==> config.mk <==
export PLATFORM = sky130hd
export DESIGN_NAME = bp_top
export DESIGN_NICKNAME = d
export VERILOG_FILES = /design/src/bp_pkg.sv /design/src/bp_byte_fifo.sv /design/src/bp_reg_mem.sv /design/src/bp_top.sv
export SDC_FILE = /design/constraint.sdc
export NUM_CORES = 1
export LEC_CHECK = 0
export BUFFER_PORTS_ARGS = -buffer_cell sky130_fd_sc_hd__clkbuf_2
export CORE_ASPECT_RATIO = 0.75
export CORE_MARGIN = 5
export CORE_UTILIZATION = 40
export CTS_CLUSTER_DIAMETER = 100
export DETAILED_ROUTE_END_ITERATION = 7
export PLACE_DENSITY = 0.63
export SLEW_MARGIN = 20
export SYNTH_ARGS = -nofsm -noshare
export SYNTH_HDL_FRONTEND = slang
export SYNTH_SLANG_ARGS = --single-unit
==> constraint.sdc <==
create_clock -name i_clk -period 2.5 [get_ports i_clk]
set_input_delay 0.125 -clock i_clk [delete_from_list [all_inputs] [get_ports i_clk]]
set_output_delay 0.125 -clock i_clk [all_outputs]
set_load 0.01 [all_outputs]
==> src/bp_pkg.sv <==
package bp_pkg;

  // ####################################################################
  // Sizes of the byte pipe register subsystem.
  // ####################################################################

  localparam int BP_DATA_W       = 8;   // Width of every byte on both streams.
  localparam int BP_ADDR_FIELD_W = 7;   // Address field of a command byte.
  localparam int BP_N_REG        = 64;  // Implemented registers, at most 128.
  localparam int BP_FIFO_DEPTH   = 4;   // Entries in the host input FIFO.

  // ####################################################################
  // Byte formats.
  // ####################################################################

  // A byte that starts a transaction.
  // The write flag sits in the top bit and the address fills the rest.
  typedef struct packed {
    logic                       wr;    // High for a write, low for a read.
    logic [BP_ADDR_FIELD_W-1:0] addr;  // Register address of the command.
  } bp_cmd_t;

  // One byte seen two ways.
  // A byte is a command when it opens a transaction and plain data when it
  // carries write data or reply data.
  // Both views cover the same eight bits.
  typedef union packed {
    bp_cmd_t              cmd;   // Command view, used on the first byte.
    logic [BP_DATA_W-1:0] data;  // Data view, used on write and reply bytes.
  } bp_byte_u;

  // The two views must match the byte width for the union to be legal.
  // The command struct is 1 + BP_ADDR_FIELD_W bits, which equals BP_DATA_W.
  // A read command names the address whose contents come back one
  // transaction later.
  // A write command is followed by exactly one data byte.
  // Addresses at or above the register count read as zero.
  // Writes to such addresses change nothing.

endpackage

==> src/bp_byte_fifo.sv <==
`timescale 1ns/1ps

module bp_byte_fifo import bp_pkg::*; #(
  parameter int DEPTH = BP_FIFO_DEPTH  // Number of byte entries.
) (
  input  logic                 i_clk,
  input  logic                 i_rst_n,

  input  logic [BP_DATA_W-1:0] i_data,   // Byte from the host.
  input  logic                 i_valid,  // Host byte is present.
  output logic                 o_ready,  // FIFO can take the host byte.

  output logic [BP_DATA_W-1:0] o_data,   // Oldest stored byte.
  output logic                 o_valid,  // At least one byte is stored.
  input  logic                 i_ready   // Downstream takes the oldest byte.
);

  // ####################################################################
  // Pointer and occupancy widths.
  // ####################################################################

  localparam int PTR_W = (DEPTH > 1) ? $clog2(DEPTH) : 1;  // Index into the buffer.
  localparam int CNT_W = $clog2(DEPTH + 1);                // Holds 0 up to DEPTH.

  logic [BP_DATA_W-1:0] buf_q [DEPTH];  // Byte storage, written on push only.
  logic [PTR_W-1:0]     wr_ptr_q;       // Next slot to write.
  logic [PTR_W-1:0]     rd_ptr_q;       // Slot of the oldest byte.
  logic [CNT_W-1:0]     count_q;        // Bytes currently stored.
  logic                 full;           // All slots occupied.
  logic                 push;           // Byte moves in at this edge.
  logic                 pop;            // Byte moves out at this edge.

  // ####################################################################
  // Handshakes.
  // ####################################################################

  assign full    = (count_q == CNT_W'(DEPTH));  // Every entry holds a byte.
  assign o_valid = (count_q != '0);             // Show-ahead, so any byte is visible.
  assign o_data  = buf_q[rd_ptr_q];             // Oldest byte goes out combinationally.

  // A full FIFO still accepts a byte when one leaves at the same edge.
  assign o_ready = !full || i_ready;

  assign push = i_valid && o_ready;  // Host byte is taken.
  assign pop  = o_valid && i_ready;  // Oldest byte is taken.

  // ####################################################################
  // Storage and pointers.
  // ####################################################################

  always_ff @(posedge i_clk) begin
    if (push) begin
      buf_q[wr_ptr_q] <= i_data;  // Store the host byte in the free slot.
    end
  end

  always_ff @(posedge i_clk) begin
    if (!i_rst_n) begin
      wr_ptr_q <= '0;  // Empty after reset.
      rd_ptr_q <= '0;
      count_q  <= '0;
    end else begin
      if (push) begin
        // Wrap explicitly so any depth works, not only powers of two.
        wr_ptr_q <= (wr_ptr_q == PTR_W'(DEPTH - 1)) ? '0 : wr_ptr_q + 1'b1;
      end
      if (pop) begin
        rd_ptr_q <= (rd_ptr_q == PTR_W'(DEPTH - 1)) ? '0 : rd_ptr_q + 1'b1;
      end
      case ({push, pop})
        2'b10:   count_q <= count_q + 1'b1;  // Fill by one.
        2'b01:   count_q <= count_q - 1'b1;  // Drain by one.
        default: count_q <= count_q;         // Both or neither keep the level.
      endcase
    end
  end

endmodule

==> src/bp_reg_mem.sv <==
`timescale 1ns/1ps

module bp_reg_mem import bp_pkg::*; #(
  parameter int N_REG = BP_N_REG  // Implemented registers, 2 up to 128.
) (
  input  logic                 i_clk,
  input  logic                 i_rst_n,
  input  logic                 i_cg,        // Block advances only while high.

  input  bp_byte_u             i_bp_data,   // Command or write data byte.
  input  logic                 i_bp_valid,  // Input byte is present.
  output logic                 o_bp_ready,  // Block takes the input byte.

  output logic [BP_DATA_W-1:0] o_bp_data,   // Reply byte.
  output logic                 o_bp_valid,  // Reply byte is present.
  input  logic                 i_bp_ready   // Host takes the reply byte.
);

  // ####################################################################
  // Declarations.
  // ####################################################################

  localparam int ADDR_W = $clog2(N_REG);  // Bits that index the register array.

  logic [BP_DATA_W-1:0]       regs_q [N_REG];  // Register contents, not reset.
  logic                       wr_pend_q;       // Next byte is write data.
  logic [BP_ADDR_FIELD_W-1:0] addr_q;          // Address from the last command.
  logic                       in_range_q;      // Held address names a real register.
  logic                       rsp_valid_q;     // A reply waits for the host.
  logic [BP_DATA_W-1:0]       rsp_data_q;      // The waiting reply.

  logic                       in_acc;          // Input byte moves at this edge.
  logic                       out_acc;         // Reply byte moves at this edge.
  logic                       txn_cmd;         // Accepted byte is a command.
  logic                       wr_begin;        // Accepted byte is a write command.
  logic                       rd_cmd;          // Accepted byte is a read command.
  logic                       wr_end;          // Accepted byte is write data.
  logic                       rsp_load;        // A transaction ends at this edge.
  logic                       cmd_in_range;    // Incoming address is implemented.
  logic [ADDR_W-1:0]          reg_idx;         // Array index of the held address.
  logic [BP_DATA_W-1:0]       rd_word;         // Contents at the held address.

  // ####################################################################
  // Transaction decode.
  // ####################################################################

  // Host back-pressure passes straight to the FIFO, and a frozen block
  // refuses every byte so that nothing is dropped.
  assign o_bp_ready = i_bp_ready && i_cg;

  // A reply is hidden while the block is frozen, so the host cannot take
  // the same byte twice while the valid flag cannot clear.
  assign o_bp_valid = rsp_valid_q && i_cg;
  assign o_bp_data  = rsp_data_q;

  assign in_acc  = i_bp_valid && o_bp_ready;  // Implies i_cg is high.
  assign out_acc = o_bp_valid && i_bp_ready;  // Implies i_cg is high.

  assign txn_cmd  = in_acc && !wr_pend_q;             // First byte of a transaction.
  assign wr_begin = txn_cmd && i_bp_data.cmd.wr;      // Data byte follows.
  assign rd_cmd   = txn_cmd && !i_bp_data.cmd.wr;     // Single-byte transaction.
  assign wr_end   = in_acc && wr_pend_q;              // Second byte of a write.
  assign rsp_load = rd_cmd || wr_end;                 // Both end a transaction.

  // Compare one bit wider than the field so that N_REG of 128 fits.
  assign cmd_in_range = ({1'b0, i_bp_data.cmd.addr} < (BP_ADDR_FIELD_W + 1)'(N_REG));

  assign reg_idx = addr_q[ADDR_W-1:0];                      // Low bits pick the register.
  assign rd_word = in_range_q ? regs_q[reg_idx] : '0;       // Unimplemented reads as zero.

  // ####################################################################
  // Control state.
  // ####################################################################

  always_ff @(posedge i_clk) begin
    if (!i_rst_n) begin
      wr_pend_q   <= 1'b0;  // Expect a command first.
      addr_q      <= '0;
      in_range_q  <= 1'b0;  // So the first read returns zero.
      rsp_valid_q <= 1'b0;
    end else if (i_cg) begin
      if (wr_begin) begin
        wr_pend_q <= 1'b1;  // Wait for the data byte.
      end else if (wr_end) begin
        wr_pend_q <= 1'b0;  // Write is complete.
      end

      if (txn_cmd) begin
        addr_q     <= i_bp_data.cmd.addr;  // Every command updates the held address.
        in_range_q <= cmd_in_range;
      end

      // A new reply wins over the departure of the old one at the same edge.
      if (rsp_load) begin
        rsp_valid_q <= 1'b1;
      end else if (out_acc) begin
        rsp_valid_q <= 1'b0;
      end
    end
  end

  // ####################################################################
  // Register array and reply data.
  // ####################################################################

  always_ff @(posedge i_clk) begin
    if (i_cg && rsp_load) begin
      // The held address is read before this edge's command replaces it.
      // For a write the old contents come back, not the new byte.
      rsp_data_q <= rd_word;
    end
  end

  always_ff @(posedge i_clk) begin
    if (i_cg && wr_end && in_range_q) begin
      regs_q[reg_idx] <= i_bp_data.data;  // Out-of-range writes are dropped.
    end
  end

endmodule

==> src/bp_top.sv <==
`timescale 1ns/1ps

module bp_top import bp_pkg::*; (
  input  logic                 i_clk,
  input  logic                 i_rst_n,
  input  logic                 i_cg,        // Freezes the register block when low.

  input  logic [BP_DATA_W-1:0] i_bp_data,   // Host byte stream in.
  input  logic                 i_bp_valid,
  output logic                 o_bp_ready,

  output logic [BP_DATA_W-1:0] o_bp_data,   // Reply byte stream out.
  output logic                 o_bp_valid,
  input  logic                 i_bp_ready
);

  // ####################################################################
  // FIFO to register block stream.
  // ####################################################################

  logic [BP_DATA_W-1:0] fifo_data;   // Oldest buffered host byte.
  logic                 fifo_valid;  // FIFO holds at least one byte.
  logic                 mem_ready;   // Register block takes the byte.

  // ####################################################################
  // Host input buffer.
  // ####################################################################

  // Absorbs host bytes while the reply side stalls or the block is frozen.
  bp_byte_fifo #(
    .DEPTH   (BP_FIFO_DEPTH)
  ) u_fifo (
    .i_clk   (i_clk),
    .i_rst_n (i_rst_n),
    .i_data  (i_bp_data),
    .i_valid (i_bp_valid),
    .o_ready (o_bp_ready),
    .o_data  (fifo_data),
    .o_valid (fifo_valid),
    .i_ready (mem_ready)
  );

  // ####################################################################
  // Register block.
  // ####################################################################

  // The FIFO byte lands on the union port and is decoded there.
  bp_reg_mem #(
    .N_REG      (BP_N_REG)
  ) u_reg_mem (
    .i_clk      (i_clk),
    .i_rst_n    (i_rst_n),
    .i_cg       (i_cg),
    .i_bp_data  (fifo_data),
    .i_bp_valid (fifo_valid),
    .o_bp_ready (mem_ready),
    .o_bp_data  (o_bp_data),
    .o_bp_valid (o_bp_valid),
    .i_bp_ready (i_bp_ready)
  );

endmodule

* Word-level counts from Yosys, hierarchy flattened *
Memories as Yosys holds them, arrays and structs flattened. A register that Yosys moved wholly into a read port is not among the register bits.
Index checks and enable logic that the tools add are counted.

operators by class
  $lt $le $gt $ge = 1
  equality and inequality tests = 5
  multiplexer cells = 13
  reduce and logical (&&, ||, !) cells = 25
  $add $sub $neg = 4

operators with widths
  kind                   count
  $logic_and A1 B1 Y1    12
  $mux W1                8
  $mux W2                4
  $lt A7 B7 Y1 const B   1
  $eq A2 B2 Y1 const B   3
  $pmux W3 S2            1
  $reduce_and A2 Y1      3
  $reduce_bool A2 Y1     3
  $add A2 B1 Y2 const B  2
  $logic_not A1 Y1       4
  $add A3 B1 Y3 const B  1
  $eq A3 B3 Y1 const B   1
  $reduce_bool A3 Y1     1
  $sub A3 B1 Y3 const B  1
  $eq A2 B1 Y1 const B   1
  $logic_or A1 B1 Y1     2

storage, ports and cells
  flip-flop bits (word level) = 16
  memories kept = 2
  RAM bits = 544
  logic and storage cells = 57
  output and inout bits = 10

memory list
  memory            words  width  rd ports  clocked after memory_dff  wr ports  RTL line            RTL
  u_reg_mem.regs_q  64     8      1         1                         1         bp_reg_mem.sv:25    logic [BP_DATA_W-1:0] regs_q [N_REG];
  u_fifo.buf_q      4      8      1         1                         1         bp_byte_fifo.sv:25  logic [BP_DATA_W-1:0] buf_q [DEPTH];

* Longest topological paths before layout *
Gate-level depths: netlist (run 1).

  depth in word-level cells = 7
  gate-level depth with buffers = 10
  mapped depth without buffers = 10

* By module *
From an unflattened synthesis (run 1), not the netlist that was laid out.

second synthesis, totals
  cell total of the unflattened synthesis = 1122
  area, all modules = 22185.0 sq um

by module, submodules not included
  module        area an instance (sq um)  cells an instance  sequential area each (sq um)  instances
  bp_reg_mem    20542.2                   1024               15795.1                       1
  bp_byte_fifo  1642.8                    98                 1141.1                        1

* Least setup slack after synthesis (run 1) *
OpenSTA, ideal clock, no wires.

  path kind = register to register
  start point = reg (tool-made name)
  end point = reg u_reg_mem.rsp_data_q[0] (netlist: u_reg_mem.o_bp_data[0]) (read register of u_reg_mem.regs_q), enable pin
  arrival time = 1.972 ns
  setup slack = 0.151 ns
  stages on the path, launching flop included = 4
  buffers on the path = 1
  cell sequence = dfxtp_1 -> buf_2 -> mux4_2 -> a21oi_1

RTL lines
  what       RTL line          RTL
  to (decl)  bp_reg_mem.sv:30  logic [BP_DATA_W-1:0] rsp_data_q;

==> results.yml, run 1 <==
floorplan:
  rows: 75
  pin_count: 23
  die-height_um: 216
  die-width_um: 284
  initial_core_util_pct: 40.4
  fp.dieArea_um2: 61200
  core_um2: 55800
logic_synthesis:
  synth_most_common_cell: "edfxtp_1"
  syn_nets: 1309
  syn_inst: 1289
  synth_area_leader_cell: "edfxtp_1"
  synth_top_area_share_pct: 73.6
  synth.avg_cell_area_um2: 17.5
  synth-async-reset-ratio_pct: 0
  synth_common_cells: "552 x edfxtp_1, 96 x mux2i_1, 79 x nor2_1"
  yosysSeqAreaShare_pct: 75.2
  synth.distinct_cells: 53
  synth-edff-count: 552
  synth_flop_cell: "edfxtp_1"
  yosysWarnings: 0
  synth_area_um2: 22500
  yosys_register_bits: 570
  synth_area_leaders: "edfxtp_1 74%, mux2i_1 4.3%, mux4_2 3.2%"
flow_run:
  max_cap_violations: 0
global_routing:
  grt_max_degree: 66
  grt_pass1_vias: 12100
  grt_usage_pct: 16.8
  grt_pass1_wl_um: 78800
  antenna_found_initial: 1
  grt_overflow: 0
layout:
  fin_nets: 1471
  instances_no_fill: 2223
  drive_gt1_share_pct: 23.4
  antenna_cells: 0
  syn2layout_area_growth_pct: 16.8
  fillers: 4632
  stdcell_area_um2: 26300
placed_design:
  post-dp-hpwl_um: 32700
  dp.cells: 2113
  routabilityCongestion: 0.852
  place_area_um2: 24400
  numPortBuffers: 22
critical_path:
  r2r_end: "u_reg_mem.o_bp_data[6]"
  start_kind: "flop"
  rrSetupSlack_ns: 0.03
  worstPathMaxFanout: 11
  crit_path_end_kind: "flop"
  r2r_cells: 7
  cp.required_ns: 2.82
  path_class: "flop to flop"
  worstPathArrival_ns: 2.79
  reg2reg_from: "u_reg_mem.addr_q[1]"
power:
  cellPowerDensity_nw_per_um2: 787
  ir_worst_vdd_v: 0.000500
  power_mw: 20.7
  leakagePower_nw: 8.20
detailed_routing:
  drtAntennaViolNets: 0
  detail_route.wirelength_um: 52500
  drt_first_pass_iters: 5
  drcViolationCount: 0
  vias: 12400
  vias_per_cell: 5.57
  routedWlPerCell_um: 23.6
  first_iter_violations: 1545
timing:
  tns_ns: 0
  worst_pin_slew_ns: 0.825
  slew_headroom_pct: 45.0
  slew_violations: 0
  fmax_ghz: 0.405
  finClkSkew_ns: 0.0244
  finalCritPeriodShare_pct: 98.8
  final-setup-viol-count: 0
  finalCriticalPeriod_ns: 2.47
  finalHoldViolCount: 0
cts:
  clock_latency_ns: 0.58
  clock-sinks: 570
  numCtsBuffers: 50
  cts_root_buffer: "clkbuf_16"
  clock_path_buffers: 3
  clkTransAtPathRegs_ns: 0.07
  cts_tree: "yes"
  htreeDepth: 2
outcome:
  status: "completed"
worst_hold_path:
  hp-class: "input port to flop"
  hold_depth: 5
  min_from: "i_bp_ready"
==> worst max-delay path: stages (launching register included) <==
cell      delay (ns)
dfxtp_4         0.48
buf_4           0.19
mux4_2          0.51
mux2i_2         0.22
nor2_1          0.12
a211oi_2        0.40
buf_4           0.19
a41oi_1         0.10
==> cell families (layout without fill, tap and decap cells) <==
kind of cell    after synthesis  in the layout  share of synthesized area [%]
xor+xnor                      2              2                         0.0778
mux                         168            168                           9.46
flops                       570            570                           75.2
compound gates              249            249                           8.40
fa+ha+maj                     7              7                          0.422
buf+inv                      96            299                           2.37
simple gates                197            197                           4.09
==> cells in the final DEF (no fill, tap or decap), drive strengths merged, types with 4 or more instances in the layout <==
master       Yosys  routed
clkinv           1      14
a21boi           8       8
a32oi           24      24
a221oi          32      32
dfxtp           18      18
and3             4       4
a21o            16      16
nand2           56      56
buf             62     159
o22ai           24      24
inv             10      10
mux2            40      40
and2             8       8
mux4            32      32
dlygate4sd3      0      14
a22o            16      16
edfxtp         552     552
ha               6       6
mux2i           96      96
nor2b           33      33
clkbuf          23      98
a2111oi          8       8
a41oi            8       8
a211oi          24      24
a31oi           32      32
o21ai           23      23
a21oi            8       8
nor2            81      81
o22a            24      24
==> timing repair <==
item / CTS / global route
buffers inserted: 3 / 1
setup endpoints to repair: 6 / 10
hold buffers: 14 / 0
gates resized for setup: 7 / 10
endpoints found under the hold margin: 46 / 0
pin swaps: 0 / 1
==> worst max path at each step <==
stage / start / to / slack (ns) / cells after the start
after floorplan: flop / u_reg_mem.o_bp_data[0] / 0.15 / 3
after global placement: u_reg_mem.addr_q[2] / u_reg_mem.o_bp_data[3] / -0.13 / 8
after detailed placement: u_reg_mem.addr_q[1] / u_reg_mem.o_bp_data[3] / -0.15 / 6
after CTS: u_reg_mem.addr_q[2] / u_reg_mem.o_bp_data[0] / 0.05 / 9
after global routing: u_reg_mem.addr_q[1] / u_reg_mem.o_bp_data[6] / -0.002 / 7
final: u_reg_mem.addr_q[1] / u_reg_mem.o_bp_data[6] / 0.03 / 7
==> layout make-up <==
type	instances	area [µm²]	share of cell area, %
flip-flops and latches	570	16900	64.4
inverters	11	41.3	0.157
clock inverters	17	158	0.599
repair buffers	195	1640	6.23
well taps	731	915	3.48
multi-input cells	623	5120	19.5
clock buffers	76	1490	5.67
==> registers in the layout, summed over array words and instances, names as in the netlist, named ones only <==
register,flops
u_reg_mem.regs_q,512
u_fifo.buf_q,32
u_reg_mem.o_bp_data,8
u_reg_mem.addr_q,6
u_fifo.count_q,3
u_fifo.rd_ptr_q,2
u_fifo.wr_ptr_q,2
u_reg_mem.in_range_q,1
u_reg_mem.rsp_valid_q,1
u_reg_mem.wr_pend_q,1
==> stage by stage <==
step	worst slack (ns)	util, %	hold WS [ns]
2_1_floorplan	0.151	-	0.224
3_3_place_gp	-0.134	43.7	0.339
3_5_place_dp	-0.153	43.7	0.354
4_1_cts	0.0523	47.1	0.145
5_1_grt	-0.00168	47.1	0.218
6_report	0.0309	47.1	0.172
==> where the power goes <==
group	internal [mW]	switching (mW)	leakage [nW]
combinational	0.692	1.35	2.27
sequential	10.8	0.0523	5.12
clock	4.42	3.36	0.806
==> per-layer routing <==
layer	up-vias	wire length [µm]	global-route usage, %
li1	5515	-	-
met1	6316	24300	26.1
met2	483	22700	24.0
met3	66	4850	4.77
met4	2	664	2.77
met5	-	13	0
Power figures use the tool's default switching activity.
==> inputs of run 2 (changes only) <==
--- a/config.mk
+++ b/config.mk
@@ -7,7 +7,7 @@
 export LEC_CHECK = 0
 export BUFFER_PORTS_ARGS = -buffer_cell sky130_fd_sc_hd__clkbuf_2
 export CORE_ASPECT_RATIO = 0.75
-export CORE_MARGIN = 5
+export CORE_MARGIN = 2
 export CORE_UTILIZATION = 40
 export CTS_CLUSTER_DIAMETER = 100
 export DETAILED_ROUTE_END_ITERATION = 7
==> run 2 against run 1 <==
  * Non-clock buffer count increased by 7
  * Combinational power about the same
  * Power increased by 2.4%
  * The flow now finishes with violations (negative setup slack)
  * Largest cell class unchanged
  * Sequential share of layout area decreased by 0.61 points
  * Clock-buffer cell count decreased by 9
  * Critical endpoint is now u_reg_mem.o_bp_data[3]
  * Flip-flop and latch count unchanged
==> results.yml, run 2 (same netlist as run 1, synthesis figures left out) <==
outcome:
  status: "finished, violations left"
  violations: "negative setup slack"
cts:
  clkTransAtPathRegs_ns: 0.06
  clock_latency_ns: 0.59
  htreeDepth: 2
  clock-sinks: 570
  cts_root_buffer: "clkbuf_16"
  numCtsBuffers: 53
  clock_path_buffers: 3
  cts_tree: "yes"
global_routing:
  antenna_found_initial: 2
  grt_pass1_wl_um: 78800
  grt_overflow: 0
  grt_pass1_vias: 12200
  grt_usage_pct: 18.0
  grt_max_degree: 66
layout:
  final_cell_mix: "552 x edfxtp_1, 145 x buf_4, 95 x mux2i_1"
  fin_nets: 1481
  stdcell_area_um2: 26600
  drive_gt1_share_pct: 24.0
  final_common_cell: "edfxtp_1"
  largest_reg_flops: 512
  instances_no_fill: 2237
  largest-register: "u_reg_mem.regs_q"
  syn2layout_area_growth_pct: 17.9
detailed_routing:
  drcViolationCount: 0
  vias: 12500
  routedWlPerCell_um: 23.7
  detail_route.wirelength_um: 53100
  vias_per_cell: 5.61
  drtAntennaViolNets: 0
  drt_first_pass_iters: 5
  first_iter_violations: 1521
power:
  switching_share_pct: 23.0
  ir_worst_vdd_v: 0.000485
  p_int_mw: 16.3
  switchingPower_mw: 4.88
  leakagePower_nw: 8.32
  clkPwrFrac_pct: 39.0
  p_seq_share_pct: 51.3
  cellPowerDensity_nw_per_um2: 798
  pwr-share-comb_pct: 9.7
critical_path:
  cp.required_ns: 2.91
  worstPathArrival_ns: 2.95
  worstPathMaxFanout: 18
  start_kind: "flop"
  path_class: "flop to flop"
  crit_path_end_kind: "flop"
timing:
  tns_ns: -0.0342
  slew_violations: 0
  final-setup-viol-count: 1
  fin_ws_ns: -0.0342
  finalCritPeriodShare_pct: 101
  rsz0062_at_grt: "true"
  finClkSkew_ns: 0.0271
  fmax_ghz: 0.395
  slew_headroom_pct: 42.0
  finalCriticalPeriod_ns: 2.53
  worst_pin_slew_ns: 0.870
  finalHoldViolCount: 0
floorplan:
  die-height_um: 210
  rows: 75
  pin_count: 23
  die-width_um: 278
  initial_core_util_pct: 40.4
  fp.dieArea_um2: 58300
  core_um2: 55800
flow_run:
  max_cap_violations: 0
placed_design:
  pre_cts_ws_ns: -0.360
  numPortBuffers: 22
  place_area_um2: 24500
  post-dp-hpwl_um: 32200
  dp.cells: 2115
  routabilityCongestion: 0.834
worst_hold_path:
  hp-class: "input port to flop"
## run 2: repair_timing
action / 4_1_cts / 5_1_grt
setup endpoints to repair: 7 / 7
pin swaps: 0 / 1
buffers inserted: 4 / 2
resized for setup: 4 / 16
hold buffers: 14 / 0
gates cloned: 0 / 2
hold endpoints to repair: 42 / 0
## run 2: final timing paths
check / from / to / slack, ns / depth (start not counted)
min: i_bp_ready / flop / 0.06 / 4
min reg2reg: u_fifo.rd_ptr_q[1] / flop / 0.50 / 2
max: u_reg_mem.addr_q[0] / u_reg_mem.o_bp_data[3] / -0.03 / 6
max reg2reg: u_reg_mem.addr_q[0] / u_reg_mem.o_bp_data[3] / -0.03 / 6
## run 2: power groups by stage
stage	clock [mW]	combinational (mW)	sequential, mW
6_report	8.28	2.05	10.9
5_1_grt	8.79	2.19	10.9
4_1_cts	8.39	2.00	10.9
3_5_place_dp	0	1.95	11.1
3_3_place_gp	0	1.91	11.1
2_1_floorplan	0	1.15	11.1
## run 2: per-layer routing
layer	part of all wire, %	vias up	GRT usage, %	wire, µm
met5	0	-	0	0
met1	46	6429	27.5	24400
met4	1.6	0	3.78	842
met2	44	518	26.5	23100
li1	-	5533	-	-
met3	8.9	63	4.10	4730
## run 2: worst max-delay path: stages (launching register included)
cell	delay (ns)
dfxtp_2	0.40
buf_4	0.34
nor2b_1	0.54
a32oi_1	0.11
a31oi_1	0.49
a211oi_1	0.19
a41oi_1	0.26
## run 2: layout make-up
class / instances / area (µm²)
Fill cell: 4633 / 29300
Inverter: 11 / 41.3
Antenna cell: 1 / 2.50
Multi-Input combinational cell: 623 / 5100
Clock buffer: 67 / 1440
Sequential cell: 570 / 16900
Timing Repair Buffer: 202 / 1780
Clock inverter: 32 / 342
Tap cell: 731 / 915
## run 2: stage by stage
step           util (%)  power [mW]  hold slack [ns]
6_report           47.6        21.2           0.0575
5_1_grt            47.6        21.9           0.0607
4_1_cts            47.4        21.3           0.0353
3_5_place_dp       43.8        13.0            0.344
3_3_place_gp       43.8        13.0            0.340
2_1_floorplan         -        12.2            0.224
